### src/common/alu68kPkg.sv
package alu68kPkg;

	typedef logic [15:0] word_t;       // ALU data word
	typedef logic [15:0] opcode_t;     // IRD
	typedef logic [15:0] aluRow_t;     // One-hot row, bit n is row n
	typedef logic [2:0]  aluColumn_t;  // Microcode column, 0 = idle
	typedef logic [4:0]  ccr_t;        // X N Z V C
	typedef logic [4:0]  ccrMask_t;    // 1 = take new flag

	// Flag positions inside ccr_t
	localparam int flagC = 0;
	localparam int flagV = 1;
	localparam int flagZ = 2;
	localparam int flagN = 3;
	localparam int flagX = 4;

	typedef enum logic [4:0] {
		opNone,
		opAnd,
		opOr,
		opEor,
		opExt,    // Byte to word sign extension
		opAdd,
		opAddc,   // Carry in from C
		opAddx,   // Carry in from X
		opSub,
		opSubc,
		opSubx,
		opSub0,   // 0 - op - 1, used by NOT
		opAsl,
		opAsr,
		opLsl,
		opLsr,
		opRol,
		opRor,
		opRoxl,
		opRoxr
	} aluOp_e;

	// Command from the sequencer
	typedef struct packed {
		opcode_t    ird;
		aluColumn_t column;
		word_t      aOperand;
		word_t      dOperand;
		logic       isByte;
		logic       init;
		logic       finish;
	} aluReq_t;

	// Decode stage register contents
	typedef struct packed {
		aluOp_e     op;
		ccrMask_t   mask;
		aluRow_t    row;
		aluColumn_t column;
		word_t      aOperand;
		word_t      dOperand;
		logic       isByte;
		logic       isArX;     // Z only cleared
		logic       noCcrEn;   // Address register destination
		logic       commit;    // init or finish
		logic       finish;
	} decodedCmd_t;

	typedef struct packed {
		word_t result;
		ccr_t  ccr;
	} aluResp_t;

endpackage

### src/decode/rowDecoder.sv
module rowDecoder (
	input  alu68kPkg::opcode_t ird,
	output alu68kPkg::aluRow_t row,
	output logic               noCcrEn,
	output logic               isArX
);
	import alu68kPkg::*;

	logic       eaRdir;   // Data or address register direct
	logic       eaAdir;   // Address register direct
	logic       size11;
	logic [1:0] shiftType;

	assign eaRdir = (ird[5:4] == 2'b00);
	assign eaAdir = (ird[5:3] == 3'b001);
	assign size11 = ird[7] & ird[6];

	// Memory shifts carry the type in 10:9, register shifts in 4:3
	assign shiftType = size11 ? ird[10:9] : ird[4:3];

	function automatic aluRow_t oneRow(input int unsigned n);
		return aluRow_t'(1) << n;
	endfunction

	always_comb begin
		row = '0;   // Mul, div, branches and unlisted groups
		case (ird[15:12])
			4'h0: begin
				if (ird[8])
					row = ird[7] ? oneRow(14) : oneRow(13);   // Dynamic bit ops
				else begin
					case (ird[11:9])
						3'b000: row = oneRow(14);   // ORI
						3'b001: row = oneRow(4);    // ANDI
						3'b010: row = oneRow(5);    // SUBI
						3'b011: row = oneRow(2);    // ADDI
						3'b100: row = ird[7] ? oneRow(14) : oneRow(13);   // Static bit ops
						3'b101: row = oneRow(13);   // EORI
						3'b110: row = oneRow(6);    // CMPI
						default: row = '0;
					endcase
				end
			end
			4'h1, 4'h2, 4'h3: row = oneRow(2);   // MOVE
			4'h4: begin
				if (ird[8])
					row = oneRow(6);   // CHK, LEA
				else begin
					case (ird[11:9])
						3'b000: row = oneRow(10);   // NEGX
						3'b001: row = oneRow(4);    // CLR
						3'b010: row = oneRow(5);    // NEG
						3'b011: row = oneRow(11);   // NOT
						3'b100: row = ird[7] ? oneRow(8) : oneRow(9);   // EXT, SWAP, NBCD
						3'b101: row = oneRow(15);   // TST, TAS
						default: row = '0;
					endcase
				end
			end
			4'h5: begin
				if (size11)
					row = oneRow(15);                       // Scc, DBcc
				else
					row = ird[8] ? oneRow(5) : oneRow(2);   // SUBQ / ADDQ
			end
			4'h7: row = oneRow(2);   // MOVEQ
			4'h8: begin
				if (!size11)
					row = (ird[8] & eaRdir) ? oneRow(9) : oneRow(14);   // SBCD / OR
			end
			4'h9: row = (ird[8] & ~size11 & eaRdir) ? oneRow(10) : oneRow(5);   // SUBX / SUB
			4'hb: row = (ird[8] & ~size11 & ~eaAdir) ? oneRow(13) : oneRow(6);  // EOR / CMP
			4'hc: begin
				if (!size11)
					row = (ird[8] & eaRdir) ? oneRow(3) : oneRow(4);    // ABCD / AND
			end
			4'hd: row = (ird[8] & ~size11 & eaRdir) ? oneRow(12) : oneRow(2);   // ADDX / ADD
			4'he: begin
				case ({shiftType, ird[8]})
					3'd0: row = oneRow(2);    // ASR
					3'd1: row = oneRow(3);    // ASL
					3'd2: row = oneRow(5);    // LSR
					3'd3: row = oneRow(4);    // LSL
					3'd4: row = oneRow(8);    // ROXR
					3'd5: row = oneRow(11);   // ROXL
					3'd6: row = oneRow(10);   // ROR
					default: row = oneRow(9); // ROL
				endcase
			end
			default: row = '0;
		endcase
	end

	// Only NEGX, SUBX and ADDX land in rows 10 and 12 from these groups
	assign isArX = ((ird[15:12] == 4'h4) | (ird[15:12] == 4'h9) | (ird[15:12] == 4'hd))
		& (row[10] | row[12]);

	assign noCcrEn = (ird[15] & ~ird[13] & ird[12] & size11)            // ADDA, SUBA
		| ((ird[15:12] == 4'h5) & eaAdir)                               // ADDQ, SUBQ to An
		| ((~ird[15] & ~ird[14] & ird[13]) & (ird[8:6] == 3'b001));     // MOVEA

endmodule

### src/decode/ccrMaskTable.sv
module ccrMaskTable (
	input  alu68kPkg::aluColumn_t column,
	input  alu68kPkg::aluRow_t    row,
	input  logic                  finish,
	output alu68kPkg::ccrMask_t   mask
);
	import alu68kPkg::*;

	localparam ccrMask_t maskAll  = 5'b11111;
	localparam ccrMask_t maskNzvc = 5'b01111;   // V, C cleared by the op itself
	localparam ccrMask_t maskZ    = 5'b00100;
	localparam ccrMask_t maskKeep = 5'b00000;

	always_comb begin
		mask = maskKeep;
		case (column)
			3'd1: begin
				// AND column, Z only while a bit op is still running
				if (finish)
					mask = maskNzvc;
				else
					mask = (row[13] | row[14]) ? maskZ : maskNzvc;
			end
			3'd2, 3'd3: begin
				case (1'b1)
					row[2], row[3], row[5], row[9], row[10], row[12]: mask = maskAll;
					row[6], row[11]: mask = maskNzvc;   // CMP, NOT
					row[4], row[8], row[13], row[14]: mask = maskNzvc;
					default: mask = maskKeep;           // Row 15 and dropped rows
				endcase
			end
			3'd4: begin
				case (1'b1)
					row[2], row[3], row[4], row[5]: mask = maskAll;   // ASx, LSx
					row[8], row[11]: mask = maskAll;                  // ROXR, ROXL
					row[9], row[10]: mask = maskNzvc;                 // ROL, ROR keep X
					default: mask = maskKeep;
				endcase
			end
			default: mask = maskKeep;   // Columns 0, 5, 6, 7
		endcase
	end

endmodule

### src/decode/aluOpSelect.sv
module aluOpSelect (
	input  logic                  clk,
	input  logic                  rst,
	input  logic                  load,
	input  alu68kPkg::aluReq_t    req,
	input  alu68kPkg::aluRow_t    row,
	input  logic                  noCcrEn,
	input  logic                  isArX,
	input  alu68kPkg::ccrMask_t   mask,
	output alu68kPkg::decodedCmd_t cmd
);
	import alu68kPkg::*;

	aluOp_e opNext;

	// Row table only matters for columns 2 to 4
	always_comb begin
		opNext = opNone;
		case (req.column)
			3'd1: opNext = opAnd;
			3'd5: opNext = opExt;
			3'd2, 3'd3, 3'd4: begin
				case (1'b1)
					row[2]: begin
						case (req.column)
							3'd2: opNext = opAdd;
							3'd3: opNext = opAddc;
							default: opNext = opAsr;
						endcase
					end
					row[3]: begin
						case (req.column)
							3'd2: opNext = opAddx;
							3'd3: opNext = opNone;   // ABCD
							default: opNext = opAsl;
						endcase
					end
					row[4]: opNext = (req.column == 3'd4) ? opLsl : opAnd;
					row[5], row[6]: begin
						case (req.column)
							3'd2: opNext = opSub;
							3'd3: opNext = opSubc;
							default: opNext = opLsr;
						endcase
					end
					row[8]: begin
						case (req.column)
							3'd2: opNext = opExt;
							3'd3: opNext = opAnd;
							default: opNext = opRoxr;
						endcase
					end
					row[9]: begin
						if (req.column == 3'd2)
							opNext = opSubx;
						else if (req.column == 3'd4)
							opNext = opRol;   // Column 3 is SBCD
					end
					row[10]: begin
						case (req.column)
							3'd2: opNext = opSubx;
							3'd3: opNext = opSubc;
							default: opNext = opRor;
						endcase
					end
					row[11]: opNext = (req.column == 3'd4) ? opRoxl : opSub0;
					row[12]: opNext = opAddx;
					row[13]: opNext = opEor;
					row[14]: opNext = (req.column == 3'd4) ? opEor : opOr;
					row[15]: opNext = (req.column == 3'd3) ? opAdd : opOr;   // ADD for DBcc
					default: opNext = opNone;   // Rows 1 and 7 are gone
				endcase
			end
			default: opNext = opNone;
		endcase
	end

	always_ff @(posedge clk) begin
		if (rst) begin
			cmd <= '0;
		end else if (load) begin
			cmd.op       <= opNext;
			cmd.mask     <= (opNext == opNone) ? ccrMask_t'(0) : mask;   // No op keeps every flag
			cmd.row      <= row;
			cmd.column   <= req.column;
			cmd.aOperand <= req.aOperand;
			cmd.dOperand <= req.dOperand;
			cmd.isByte   <= req.isByte;
			cmd.isArX    <= isArX;
			cmd.noCcrEn  <= noCcrEn;
			cmd.commit   <= req.init | req.finish;
			cmd.finish   <= req.finish;
		end
	end

endmodule

### src/execute/aluExecute.sv
module aluExecute (
	input  alu68kPkg::decodedCmd_t cmd,
	input  alu68kPkg::ccr_t        ccrNow,
	output alu68kPkg::word_t       result,
	output alu68kPkg::ccr_t        flags
);
	import alu68kPkg::*;

	word_t       a;
	word_t       d;
	logic        isAdd;
	logic        addCin;
	logic [8:0]  byteSum;
	logic [16:0] wordSum;
	word_t       addResult;
	logic        addCout;
	logic        addOv;
	logic        resMsb, dMsb, srcMsb;

	logic        shiftRight;
	logic        shiftCin;
	logic        shiftMsb;   // Bit 7 or 15 of the operand
	logic [7:0]  byteShift;
	word_t       wordShift;
	word_t       shiftResult;

	assign a = cmd.aOperand;
	assign d = cmd.dOperand;

	assign isAdd = (cmd.op == opAdd) | (cmd.op == opAddc) | (cmd.op == opAddx);

	always_comb begin
		case (cmd.op)
			opSub0:         addCin = 1'b1;   // NOT = 0 - op - 1
			opAddc, opSubc: addCin = ccrNow[flagC];
			opAddx, opSubx: addCin = ccrNow[flagX];
			default:        addCin = 1'b0;
		endcase
	end

	// D minus A for subtracts
	assign byteSum = isAdd ? ({1'b0, d[7:0]} + {1'b0, a[7:0]} + {8'b0, addCin})
		: ({1'b0, d[7:0]} - {1'b0, a[7:0]} - {8'b0, addCin});
	assign wordSum = isAdd ? ({1'b0, d} + {1'b0, a} + {16'b0, addCin})
		: ({1'b0, d} - {1'b0, a} - {16'b0, addCin});

	assign addResult = cmd.isByte ? {{8{byteSum[7]}}, byteSum[7:0]} : wordSum[15:0];
	assign addCout   = cmd.isByte ? byteSum[8] : wordSum[16];

	assign resMsb = cmd.isByte ? byteSum[7] : wordSum[15];
	assign dMsb   = cmd.isByte ? d[7] : d[15];
	assign srcMsb = isAdd ? (cmd.isByte ? a[7] : a[15]) : ~(cmd.isByte ? a[7] : a[15]);
	assign addOv  = (srcMsb & dMsb & ~resMsb) | (~srcMsb & ~dMsb & resMsb);

	assign shiftMsb   = cmd.isByte ? a[7] : a[15];
	assign shiftRight = (cmd.op == opLsr) | (cmd.op == opAsr) | (cmd.op == opRor)
		| (cmd.op == opRoxr);

	always_comb begin
		case (cmd.op)
			opAsr, opRol:   shiftCin = shiftMsb;
			opRor:          shiftCin = a[0];
			opRoxl, opRoxr: shiftCin = ccrNow[flagX];
			default:        shiftCin = 1'b0;   // LSL, LSR, ASL
		endcase
	end

	assign byteShift = shiftRight ? {shiftCin, a[7:1]} : {a[6:0], shiftCin};
	assign wordShift = shiftRight ? {shiftCin, a[15:1]} : {a[14:0], shiftCin};
	assign shiftResult = cmd.isByte ? {a[15:8], byteShift} : wordShift;   // Upper byte untouched

	always_comb begin
		case (cmd.op)
			opAnd: result = a & d;
			opOr:  result = a | d;
			opEor: result = a ^ d;
			opExt: result = {{8{a[7]}}, a[7:0]};
			opAdd, opAddc, opAddx, opSub, opSubc, opSubx, opSub0: result = addResult;
			opAsl, opAsr, opLsl, opLsr, opRol, opRor, opRoxl, opRoxr: result = shiftResult;
			default: result = '0;
		endcase
	end

	always_comb begin
		flags        = '0;
		flags[flagX] = ccrNow[flagX];   // X held unless the op says otherwise
		flags[flagN] = cmd.isByte ? result[7] : result[15];
		flags[flagZ] = cmd.isByte ? ~(|result[7:0]) : ~(|result);
		case (cmd.op)
			opAnd: begin
				// ROX with zero count, C mirrors X before the loop
				if ((cmd.column == 3'd1) & (cmd.row[11] | cmd.row[8]))
					flags[flagC] = ccrNow[flagX];
			end
			opAdd, opAddc, opAddx, opSub, opSubc, opSubx: begin
				flags[flagC] = addCout;
				flags[flagX] = addCout;
				flags[flagV] = addOv;
			end
			opLsl, opRoxl: begin
				flags[flagC] = shiftMsb;
				flags[flagX] = shiftMsb;
			end
			opLsr, opRoxr, opAsr: begin
				flags[flagC] = a[0];
				flags[flagX] = a[0];
			end
			opAsl: begin
				flags[flagC] = shiftMsb;
				flags[flagX] = shiftMsb;
				// Sticky, set if the MSB changed on any step
				flags[flagV] = ccrNow[flagV] | (shiftMsb ^ (cmd.isByte ? a[6] : a[14]));
			end
			opRol: flags[flagC] = shiftMsb;
			opRor: flags[flagC] = a[0];
			default: ;   // OR, EOR, EXT, SUB0 clear V and C
		endcase
	end

endmodule

### src/logic/ccrUnit.sv
module ccrUnit (
	input  logic                clk,
	input  logic                rst,
	input  logic                update,    // Execute stage done
	input  logic                commit,
	input  logic                finish,
	input  logic                isArX,
	input  logic                noCcrEn,
	input  alu68kPkg::ccrMask_t mask,
	input  alu68kPkg::ccr_t     flags,
	output alu68kPkg::ccr_t     ccr
);
	import alu68kPkg::*;

	ccr_t ccrMasked;

	always_comb begin
		ccrMasked = (flags & mask) | (ccr & ~mask);
		// Multi step ops may clear Z but never set it
		if (finish | isArX)
			ccrMasked[flagZ] = flags[flagZ] & ccr[flagZ];
	end

	always_ff @(posedge clk) begin
		if (rst)
			ccr <= '0;
		else if (update & commit & ~noCcrEn)
			ccr <= ccrMasked;   // An destinations leave flags alone
	end

endmodule

### src/logic/alu68k.sv
module alu68k (
	input  logic               clk,
	input  logic               rst,
	input  logic               cyc,
	input  logic               stb,
	input  alu68kPkg::aluReq_t reqData,
	output logic               ack,
	output alu68kPkg::aluResp_t respData
);
	import alu68kPkg::*;

	aluRow_t     row;
	logic        noCcrEn, isArX;
	ccrMask_t    mask;
	decodedCmd_t cmd;
	word_t       result, resultQ;
	ccr_t        flags, ccr;
	logic        busy;          // Command in flight, until ack
	logic        stageValid;    // Execute cycle
	logic        accept;
	logic        loadCmd;       // First cycle after accept

	assign accept  = cyc & stb & ~busy;
	assign loadCmd = busy & ~stageValid & ~ack;

	rowDecoder rowDecoder_i (.ird(reqData.ird), .row, .noCcrEn, .isArX);

	ccrMaskTable ccrMaskTable_i (.column(reqData.column), .row, .finish(reqData.finish), .mask);

	aluOpSelect aluOpSelect_i (.clk, .rst, .load(loadCmd), .req(reqData), .row, .noCcrEn,
		.isArX, .mask, .cmd);

	aluExecute aluExecute_i (.cmd, .ccrNow(ccr), .result, .flags);

	ccrUnit ccrUnit_i (.clk, .rst, .update(stageValid), .commit(cmd.commit),
		.finish(cmd.finish), .isArX(cmd.isArX), .noCcrEn(cmd.noCcrEn), .mask(cmd.mask),
		.flags, .ccr);

	always_ff @(posedge clk) begin
		if (rst) begin
			busy       <= 1'b0;
			stageValid <= 1'b0;
			ack        <= 1'b0;
			resultQ    <= '0;
		end else begin
			if (accept)
				busy <= 1'b1;
			else if (ack)
				busy <= 1'b0;   // Master drops or changes stb after this edge
			stageValid <= loadCmd;
			ack        <= stageValid;   // One cycle pulse
			if (stageValid & (|cmd.column))
				resultQ <= result;   // Column 0 keeps the last result
		end
	end

	assign respData.result = resultQ;
	assign respData.ccr    = ccr;

endmodule

### config.mk
export PLATFORM = sky130hd
export DESIGN_NAME = alu68k
export DESIGN_NICKNAME = d
export VERILOG_FILES = /design/src/common/alu68kPkg.sv /design/src/decode/rowDecoder.sv /design/src/decode/ccrMaskTable.sv /design/src/decode/aluOpSelect.sv /design/src/execute/aluExecute.sv /design/src/logic/ccrUnit.sv /design/src/logic/alu68k.sv
export SDC_FILE = /design/constraint.sdc
export NUM_CORES = 1
export LEC_CHECK = 0
export BUFFER_PORTS_ARGS = -buffer_cell sky130_fd_sc_hd__buf_2
export CAP_MARGIN = 5
export CORE_MARGIN = 1
export CORE_UTILIZATION = 30
export DETAILED_ROUTE_END_ITERATION = 10
export PLACE_DENSITY = 0.51
export SYNTH_ARGS = -nofsm -noshare
export SYNTH_HDL_FRONTEND = slang
export SYNTH_HIERARCHICAL = 1
export SYNTH_SLANG_ARGS = --single-unit
### constraint.sdc
create_clock -name clk -period 7.4 [get_ports clk]
set_input_delay 1.48 -clock clk [delete_from_list [all_inputs] [get_ports clk]]
set_output_delay 1.48 -clock clk [all_outputs]
set_load 0.1 [all_outputs]
* Word-level counts from Yosys, hierarchy flattened
Index checks and enable logic that the tools add are counted.
** Word-level totals
- Output and inout port bits :: 22
- Word-level logic and storage cells :: 246
- Bits of input ports :: 58
- Register bits :: 86
** Operators by class
- Bitwise logic cells :: 65
- Muxes and demuxes :: 76
- $add $sub $neg :: 8
- Eq/ne operators :: 51
- Reductions and logical operators :: 30
** Operator list (count)
- $pmux W16 S6 :: 2
- $pmux W16 S10 :: 1
- $mux W16 :: 8
- $pmux W16 S7 :: 1
- $mux W5 :: 22
- $pmux W12 S7 :: 1
- $eq A5 B4 Y1 const B :: 8
- $mux W15 :: 2
- $pmux W5 S3 :: 2
- $and A1 B1 Y1 :: 26
- $eq A3 B3 Y1 const B :: 8
- $eq A4 B4 Y1 const B :: 6
- $eq A5 B3 Y1 const B :: 4
- $eq A5 B5 Y1 const B :: 4
- $pmux W5 S2 :: 2
- $reduce_or A4 Y1 :: 5
- $eq A3 B1 Y1 const B :: 6
- $eq A3 B2 Y1 const B :: 6
- $reduce_or A2 Y1 :: 9
- $add A16 B16 Y17 :: 1
- $add A17 B1 Y17 :: 1
- $mux W17 :: 1
- $sub A16 B16 Y17 :: 1
- $sub A17 B1 Y17 :: 1
- other kinds (44) :: 102

* Longest topological paths before layout
Gate-level depths: netlist of the first run.
- Word-level depth :: 21
- Gate-level depth with buffers :: 22

* By module
The synthesis of the first run kept the hierarchy.
** By module, submodules not included
- aluExecute :: instances 1, sequential area each 0.0 um2, area each 3699.8 um2, cells an instance 534
- aluOpSelect :: instances 1, sequential area each 1321.3 um2, area each 2820.2 um2, cells an instance 291
- alu68k :: instances 1, sequential area each 380.4 um2, area each 830.8 um2, cells an instance 79
- rowDecoder :: instances 1, sequential area each 0.0 um2, area each 580.6 um2, cells an instance 94
- ccrUnit :: instances 1, sequential area each 100.1 um2, area each 227.7 um2, cells an instance 23
- ccrMaskTable :: instances 1, sequential area each 0.0 um2, area each 127.6 um2, cells an instance 16

* Worst setup path after synthesis of the first run
No wires, ideal clock.
- Kind :: register to register
- From :: register aluOpSelect_i/cmd[61] (netlist name)
- To :: register with a tool-made name
- Period minus slack after synthesis :: 4.843 ns
- Data arrival time :: 4.752 ns
- Stages on the path, launching flop included :: 20
- Setup slack :: 2.557 ns
- Library setup time :: 0.091 ns
- Cell sequence :: dfxtp_1 > buf_2 > buf_1 > clkbuf_1 > a32oi_1 > fa_1 > ha_1 > nor2_1 > fa_1 > nor3b_1 > o211ai_1 > a211oi_1 > o211ai_1 > o31ai_1 > a311o_1 > a211o_1 > o41a_1 > nor3_2 > inv_1 > a311oi_1

==> reports/qor.yml, run 1 <==
layout:
  fill_cells: 2711
  final_common_cell: "nor2_1"
  antenna_cells: 0
  multi_input_area_um2: 5720
  regArea_um2: 1520
  finalNetCount: 1153
  stdcell_area_um2: 8680
  layout.cells.most_common_list: "nor2_1, mux2i_1, nand2_1, dfxtp_1, buf_2"
  area_growth_syn_to_layout_pct: 11.4
  drive_gt1_frac: 0.139
drt:
  ant_nets: 0
  drtPass1Iterations: 6
  wirelength_mm: 24.3
  viasPerCell: 5.44
  drt-initial-drc-count: 517
  via_count: 7414
  drc: 0
  detail_route.wl_per_cell_um: 17.8
logic_synthesis:
  syn_inst: 991
  syn_nets: 1115
  avgSynthCellArea_um2: 7.86
  netlist_area_um2: 7790
  yosysWarnings: 6
placed_design:
  place.gp.congestion: 0.904
  portBuffers: 76
  placedInstanceArea_um2: 8360
  hpwl_mm: 18.3
clock_tree:
  root_buffer: "clkbuf_16"
  clockBufferDepth: 2
  cts_resized: 0
  postCtsHoldBufs: 0
  numClockSinks: 76
  cts_setup_buffers: 0
  clock_latency_ns: 0.36
  h-tree-depth: 3
  numCtsBuffers: 9
  clk_pin_slew_worst_paths_ns: 0.07
  cts_tree: "yes"
pwr:
  ir_worst_vdd_mv: 0.108
  leakagePower_nw: 3.49
  powerDensity_nw_per_um2: 159
worst_setup_path:
  crit_family: "compound AO/OA/AOI/OAI gates"
  critPathArrivalTime_ns: 6.04
  r2r_slack_ns: 1.63
  worst-path-buf-inv: 2
  critPathCaptureType: "flop"
  reg2reg_depth: 19
  worst_r2r_startpoint: "aluOpSelect_i/cmd[64]$_SDFFE_PP0P_"
  cp.required_ns: 7.67
  start_kind: "flop"
  crit_chain: "nor3b_2 -> a21oi_1 -> o21ai_0 -> a32oi_1 -> fa_1 -> inv_1 -> ha_1 -> nor2_1 -> fa_1 -> nor3b_1 -> o211ai_1 -> a211oi_1 -> o31ai_1 -> a311o_1 -> a211o_1 -> o41a_1 -> nor3_2 -> inv_1 -> a311oi_1"
  critPathMaxFanout: 13
  cp.depth: 19
  slowest_delay_ns: 0.78
  crit_type: "flop to flop"
  cpMaxStageDelayCell: "nor3b_2"
floorplan:
  core-area_um2: 25300
  rows: 58
  dieHeight_um: 163
  initial_core_util: 0.307
  dieArea_um2: 26600
  die_x_um: 163
  ios: 80
worst_hold_path:
  hold_path_depth: 2
  hold_end: "resultQ[13]$_SDFFE_PP0P_"
  holdCritStartpoint: "resultQ[13]$_SDFFE_PP0P_"
  hp-class: "flop to flop"
global_route:
  grt_use_total: 0.184
  grt_pass1_vias: 7022
  grt_start_max_net_pins: 81
  antenna_found_initial: 1
  gr-total-overflow: 0
  grt_pass1_wl_mm: 38.5
sta:
  relSlewSlack: 0.281
  setup_viol: 0
  drv_slew: 0
  skew_ns: 0.00947
  rsz0062_at_grt: "false"
  worst_pin_slew_ns: 1.08
  period_share: 0.780
  max_freq_mhz: 173
  fin_crit_ns: 5.77
  hold_viol_final: 0
  setup-tns-final_ns: 0
flow_run:
  maxCapViolCount: 0
status:
  outcome: "finished clean"
==> worst register-to-register path, cell delays in order, from the launching register on <==
cell      delay (ns)
dfxtp_1         0.56
nor3b_2         0.78
a21oi_1         0.07
o21ai_0         0.18
a32oi_1         0.11
fa_1            0.60
inv_1           0.06
ha_1            0.19
nor2_1          0.13
fa_1            0.27
nor3b_1         0.30
o211ai_1        0.22
a211oi_1        0.53
o31ai_1         0.17
a311o_1         0.37
a211o_1         0.30
o41a_1          0.44
nor3_2          0.13
inv_1           0.09
a311oi_1        0.20
==> worst max path at each step <==
stage | start | to
2_1_floorplan | aluOpSelect_i/cmd[61]$_SDFFE_PP0P_ | flop
3_3_place_gp | aluOpSelect_i/cmd[64]$_SDFFE_PP0P_ | flop
6_report | aluOpSelect_i/cmd[64]$_SDFFE_PP0P_ | flop
5_1_grt | aluOpSelect_i/cmd[64]$_SDFFE_PP0P_ | flop
4_1_cts | aluOpSelect_i/cmd[64]$_SDFFE_PP0P_ | flop
3_5_place_dp | aluOpSelect_i/cmd[64]$_SDFFE_PP0P_ | flop
==> registers in the layout, indices dropped and copies added (netlist names), named ones only <==
| signal | flops |
|---|---|
| resultQ | 16 |
| stageValid | 1 |
| busy | 1 |
| ack | 1 |
| aluOpSelect_i/cmd | 52 |
==> power breakdown <==
group	internal (W)	leakage (nW)	switching, W
sequential	0.000423	0.616	0.0000227
combinational	0.000180	2.71	0.000267
clock	0.000271	0.156	0.000218
==> routing by layer <==
| metal | vias up | routed length [um] | track usage |
|---|---|---|---|
| met5 | - | 10 | 0 |
| met4 | 2 | 637 | 0.0680 |
| met3 | 44 | 979 | 0.0267 |
| met2 | 191 | 11200 | 0.302 |
| li1 | 3665 | - | - |
| met1 | 3512 | 11500 | 0.244 |
==> metrics by stage <==
stage                     total power [W]  cells  setup slack [ns]   util  hold WS, ns
after floorplan                  0.000782    991              2.56      -        0.449
after global placement           0.000896   1348              1.77  0.330        0.459
after detailed placement         0.000898   1348              1.74  0.330        0.461
after CTS                         0.00140   1364              1.70  0.343        0.479
after global routing              0.00146   1364              1.19  0.343        0.490
final                             0.00138   1364              1.63  0.343        0.476
==> final cells by class <==
| cell class | instances | share of cell area |
|---|---|---|
| Inverter | 72 | 0.0312 |
| Clock inverter | 7 | 0.0104 |
| Multi-Input combinational cell | 786 | 0.659 |
| Tap cell | 330 | 0.0476 |
| Sequential cell | 76 | 0.175 |
| Clock buffer | 9 | 0.0260 |
| Timing Repair Buffer | 84 | 0.0508 |
Power figures use the tool's default switching activity.
==> run 2, diff against run 1 <==
==> constraint.sdc (replaced) <==
create_clock -name clk -period 6 [get_ports clk]
set_input_delay 1.2 -clock clk [delete_from_list [all_inputs] [get_ports clk]]
set_output_delay 1.2 -clock clk [all_outputs]
set_load 0.1 [all_outputs]
==> reports/qor.yml, run 2 (synthesized netlist as in run 1, its figures left out) <==
layout:
  antenna_cells: 0
  reg.largest.list: "aluOpSelect_i/cmd (52), resultQ (16)"
  regMostFlops: "aluOpSelect_i/cmd"
  final_common_cell: "nor2_1"
  final_cells: 1366
  finalNetCount: 1155
  area_growth_syn_to_layout_pct: 11.7
  layout.cells.most_common_list: "nor2_1, mux2i_1, nand2_1, dfxtp_1, buf_2"
  drive_gt1_frac: 0.142
  largest_reg_flops: 52
  postLayoutCoreUtil: 0.343
sta:
  max_freq_mhz: 187
  worst_pin_slew_ns: 1.07
  period_share: 0.893
  hold_viol_final: 0
  relSlewSlack: 0.289
  rsz0062_at_grt: "false"
  fin_crit_ns: 5.36
  drv_slew: 0
  setup-tns-final_ns: 0
  skew_ns: 0.0104
  setup_viol: 0
  hold_ws_ns: 0.474
clock_tree:
  numCtsBuffers: 9
  clockBufferDepth: 2
  h-tree-depth: 3
  clk_pin_slew_worst_paths_ns: 0.07
  cts_tree: "yes"
  numClockSinks: 76
  root_buffer: "clkbuf_16"
  postCtsHoldBufs: 0
  clock_latency_ns: 0.36
floorplan:
  die_x_um: 163
  dieHeight_um: 163
  dieArea_um2: 26600
  initial_core_util: 0.307
  ios: 80
  rows: 58
  core-area_um2: 25300
drt:
  detail_route.wl_per_cell_um: 18.0
  ant_nets: 0
  drtPass1Iterations: 5
  drc: 0
  via_count: 7356
  wirelength_mm: 24.5
  drt-initial-drc-count: 371
  viasPerCell: 5.39
pwr:
  pwr-share-clk: 0.349
  p_comb_frac: 0.326
  p_switching_w: 0.000616
  p_int_w: 0.00108
  seqPwrFrac: 0.325
  powerDensity_nw_per_um2: 195
  total_power_w: 0.00169
  leakagePower_nw: 3.49
  switching_share: 0.364
  ir_worst_vdd_mv: 0.142
global_route:
  grt_start_max_net_pins: 59
  grt_pass1_wl_mm: 38.7
  antenna_found_initial: 0
  gr-total-overflow: 0
  grt_use_total: 0.187
  grt_pass1_vias: 6959
flow_run:
  maxCapViolCount: 0
worst_setup_path:
  cp.required_ns: 6.27
  critPathCaptureType: "flop"
  crit_family: "compound AO/OA/AOI/OAI gates"
  critPathMaxFanout: 11
  crit_chain: "nor3b_4 -> a21oi_1 -> o21ai_0 -> a32oi_1 -> fa_1 -> ha_1 -> nor2_1 -> fa_1 -> nor3b_1 -> o211ai_1 -> a41oi_1 -> xnor2_1 -> a221oi_1 -> o21ai_0 -> a211o_1 -> o41a_1 -> nor3_2 -> inv_1 -> a311oi_1"
  critPathArrivalTime_ns: 5.63
  worst-path-buf-inv: 1
  slowest_delay_ns: 0.58
  r2r_slack_ns: 0.64
  start_kind: "flop"
  cpMaxStageDelayCell: "nor3b_4"
  crit_type: "flop to flop"
  reg2reg_depth: 19
  worst_r2r_startpoint: "aluOpSelect_i/cmd[63]$_SDFFE_PP0P_"
placed_design:
  place.gp.congestion: 0.908
  dpl.cell_count: 1350
  portBuffers: 76
  hpwl_mm: 18.3
worst_hold_path:
  hold_end: "resultQ[2]$_SDFFE_PP0P_"
  hp-class: "flop to flop"
  hold_path_depth: 2
  holdCritStartpoint: "resultQ[2]$_SDFFE_PP0P_"
status:
  outcome: "finished clean"
==> run 2: worst max-delay path by stage <==
stage	startpoint	endpoint	cells after the start	slack (ns)
6_report	aluOpSelect_i/cmd[63]$_SDFFE_PP0P_	flop	19	0.64
5_1_grt	aluOpSelect_i/cmd[63]$_SDFFE_PP0P_	flop	20	0.13
4_1_cts	aluOpSelect_i/cmd[63]$_SDFFE_PP0P_	flop	19	0.53
3_5_place_dp	aluOpSelect_i/cmd[63]$_SDFFE_PP0P_	flop	19	0.56
3_3_place_gp	aluOpSelect_i/cmd[63]$_SDFFE_PP0P_	flop	19	0.62
2_1_floorplan	aluOpSelect_i/cmd[61]$_SDFFE_PP0P_	flop	19	1.16
==> run 2: what timing repair did <==
item	in CTS	in global routing
endpoints found under the setup margin	0	1
hold endpoints to repair	0	0
setup buffers	0	0
resized for setup	0	2
==> run 2: final cells by class <==
cell class / count / area, um^2
Timing Repair Buffer: 86 / 455
Sequential cell: 76 / 1520
Clock inverter: 7 / 87.6
Inverter: 72 / 270
Fill cell: 2682 / 16600
Tap cell: 330 / 413
Clock buffer: 9 / 225
Multi-Input combinational cell: 786 / 5730
==> run 2: metrics by stage <==
stage / cell area [um^2] / worst slack, ns
6_report: 8700 / 0.643
5_1_grt: 8700 / 0.126
4_1_cts: 8690 / 0.529
3_5_place_dp: 8380 / 0.563
3_3_place_gp: 8380 / 0.622
2_1_floorplan: 7790 / 1.16
==> run 2: worst register-to-register path: stages (launching register included) <==
cell and delay, ns:
dfxtp_1 0.42, nor3b_4 0.58, a21oi_1 0.07, o21ai_0 0.18, a32oi_1 0.11, fa_1 0.58, ha_1 0.20, nor2_1 0.07
fa_1 0.42, nor3b_1 0.18, o211ai_1 0.34, a41oi_1 0.25, xnor2_1 0.18, a221oi_1 0.34, o21ai_0 0.22, a211o_1 0.27
o41a_1 0.43, nor3_2 0.15, inv_1 0.08, a311oi_1 0.20
==> run 2: power by group through the flow <==
stage               clock network, W  registers (W)  logic (W)
floorplan                          0       0.000551   0.000413
detailed placement                 0       0.000562   0.000542
global placement                   0       0.000561   0.000541
CTS                         0.000611       0.000550   0.000546
finish                      0.000591       0.000550   0.000552
global route                0.000623       0.000553   0.000606
==> run 2: per-layer routing <==
metal / routed length [um] / track usage / vias to the layer above
met4: 938 / 0.0930 / 0
met1: 11500 / 0.252 / 3413
met2: 10900 / 0.292 / 209
met5: 0 / 0 / -
met3: 1210 / 0.0251 / 45
li1: - / - / 3689
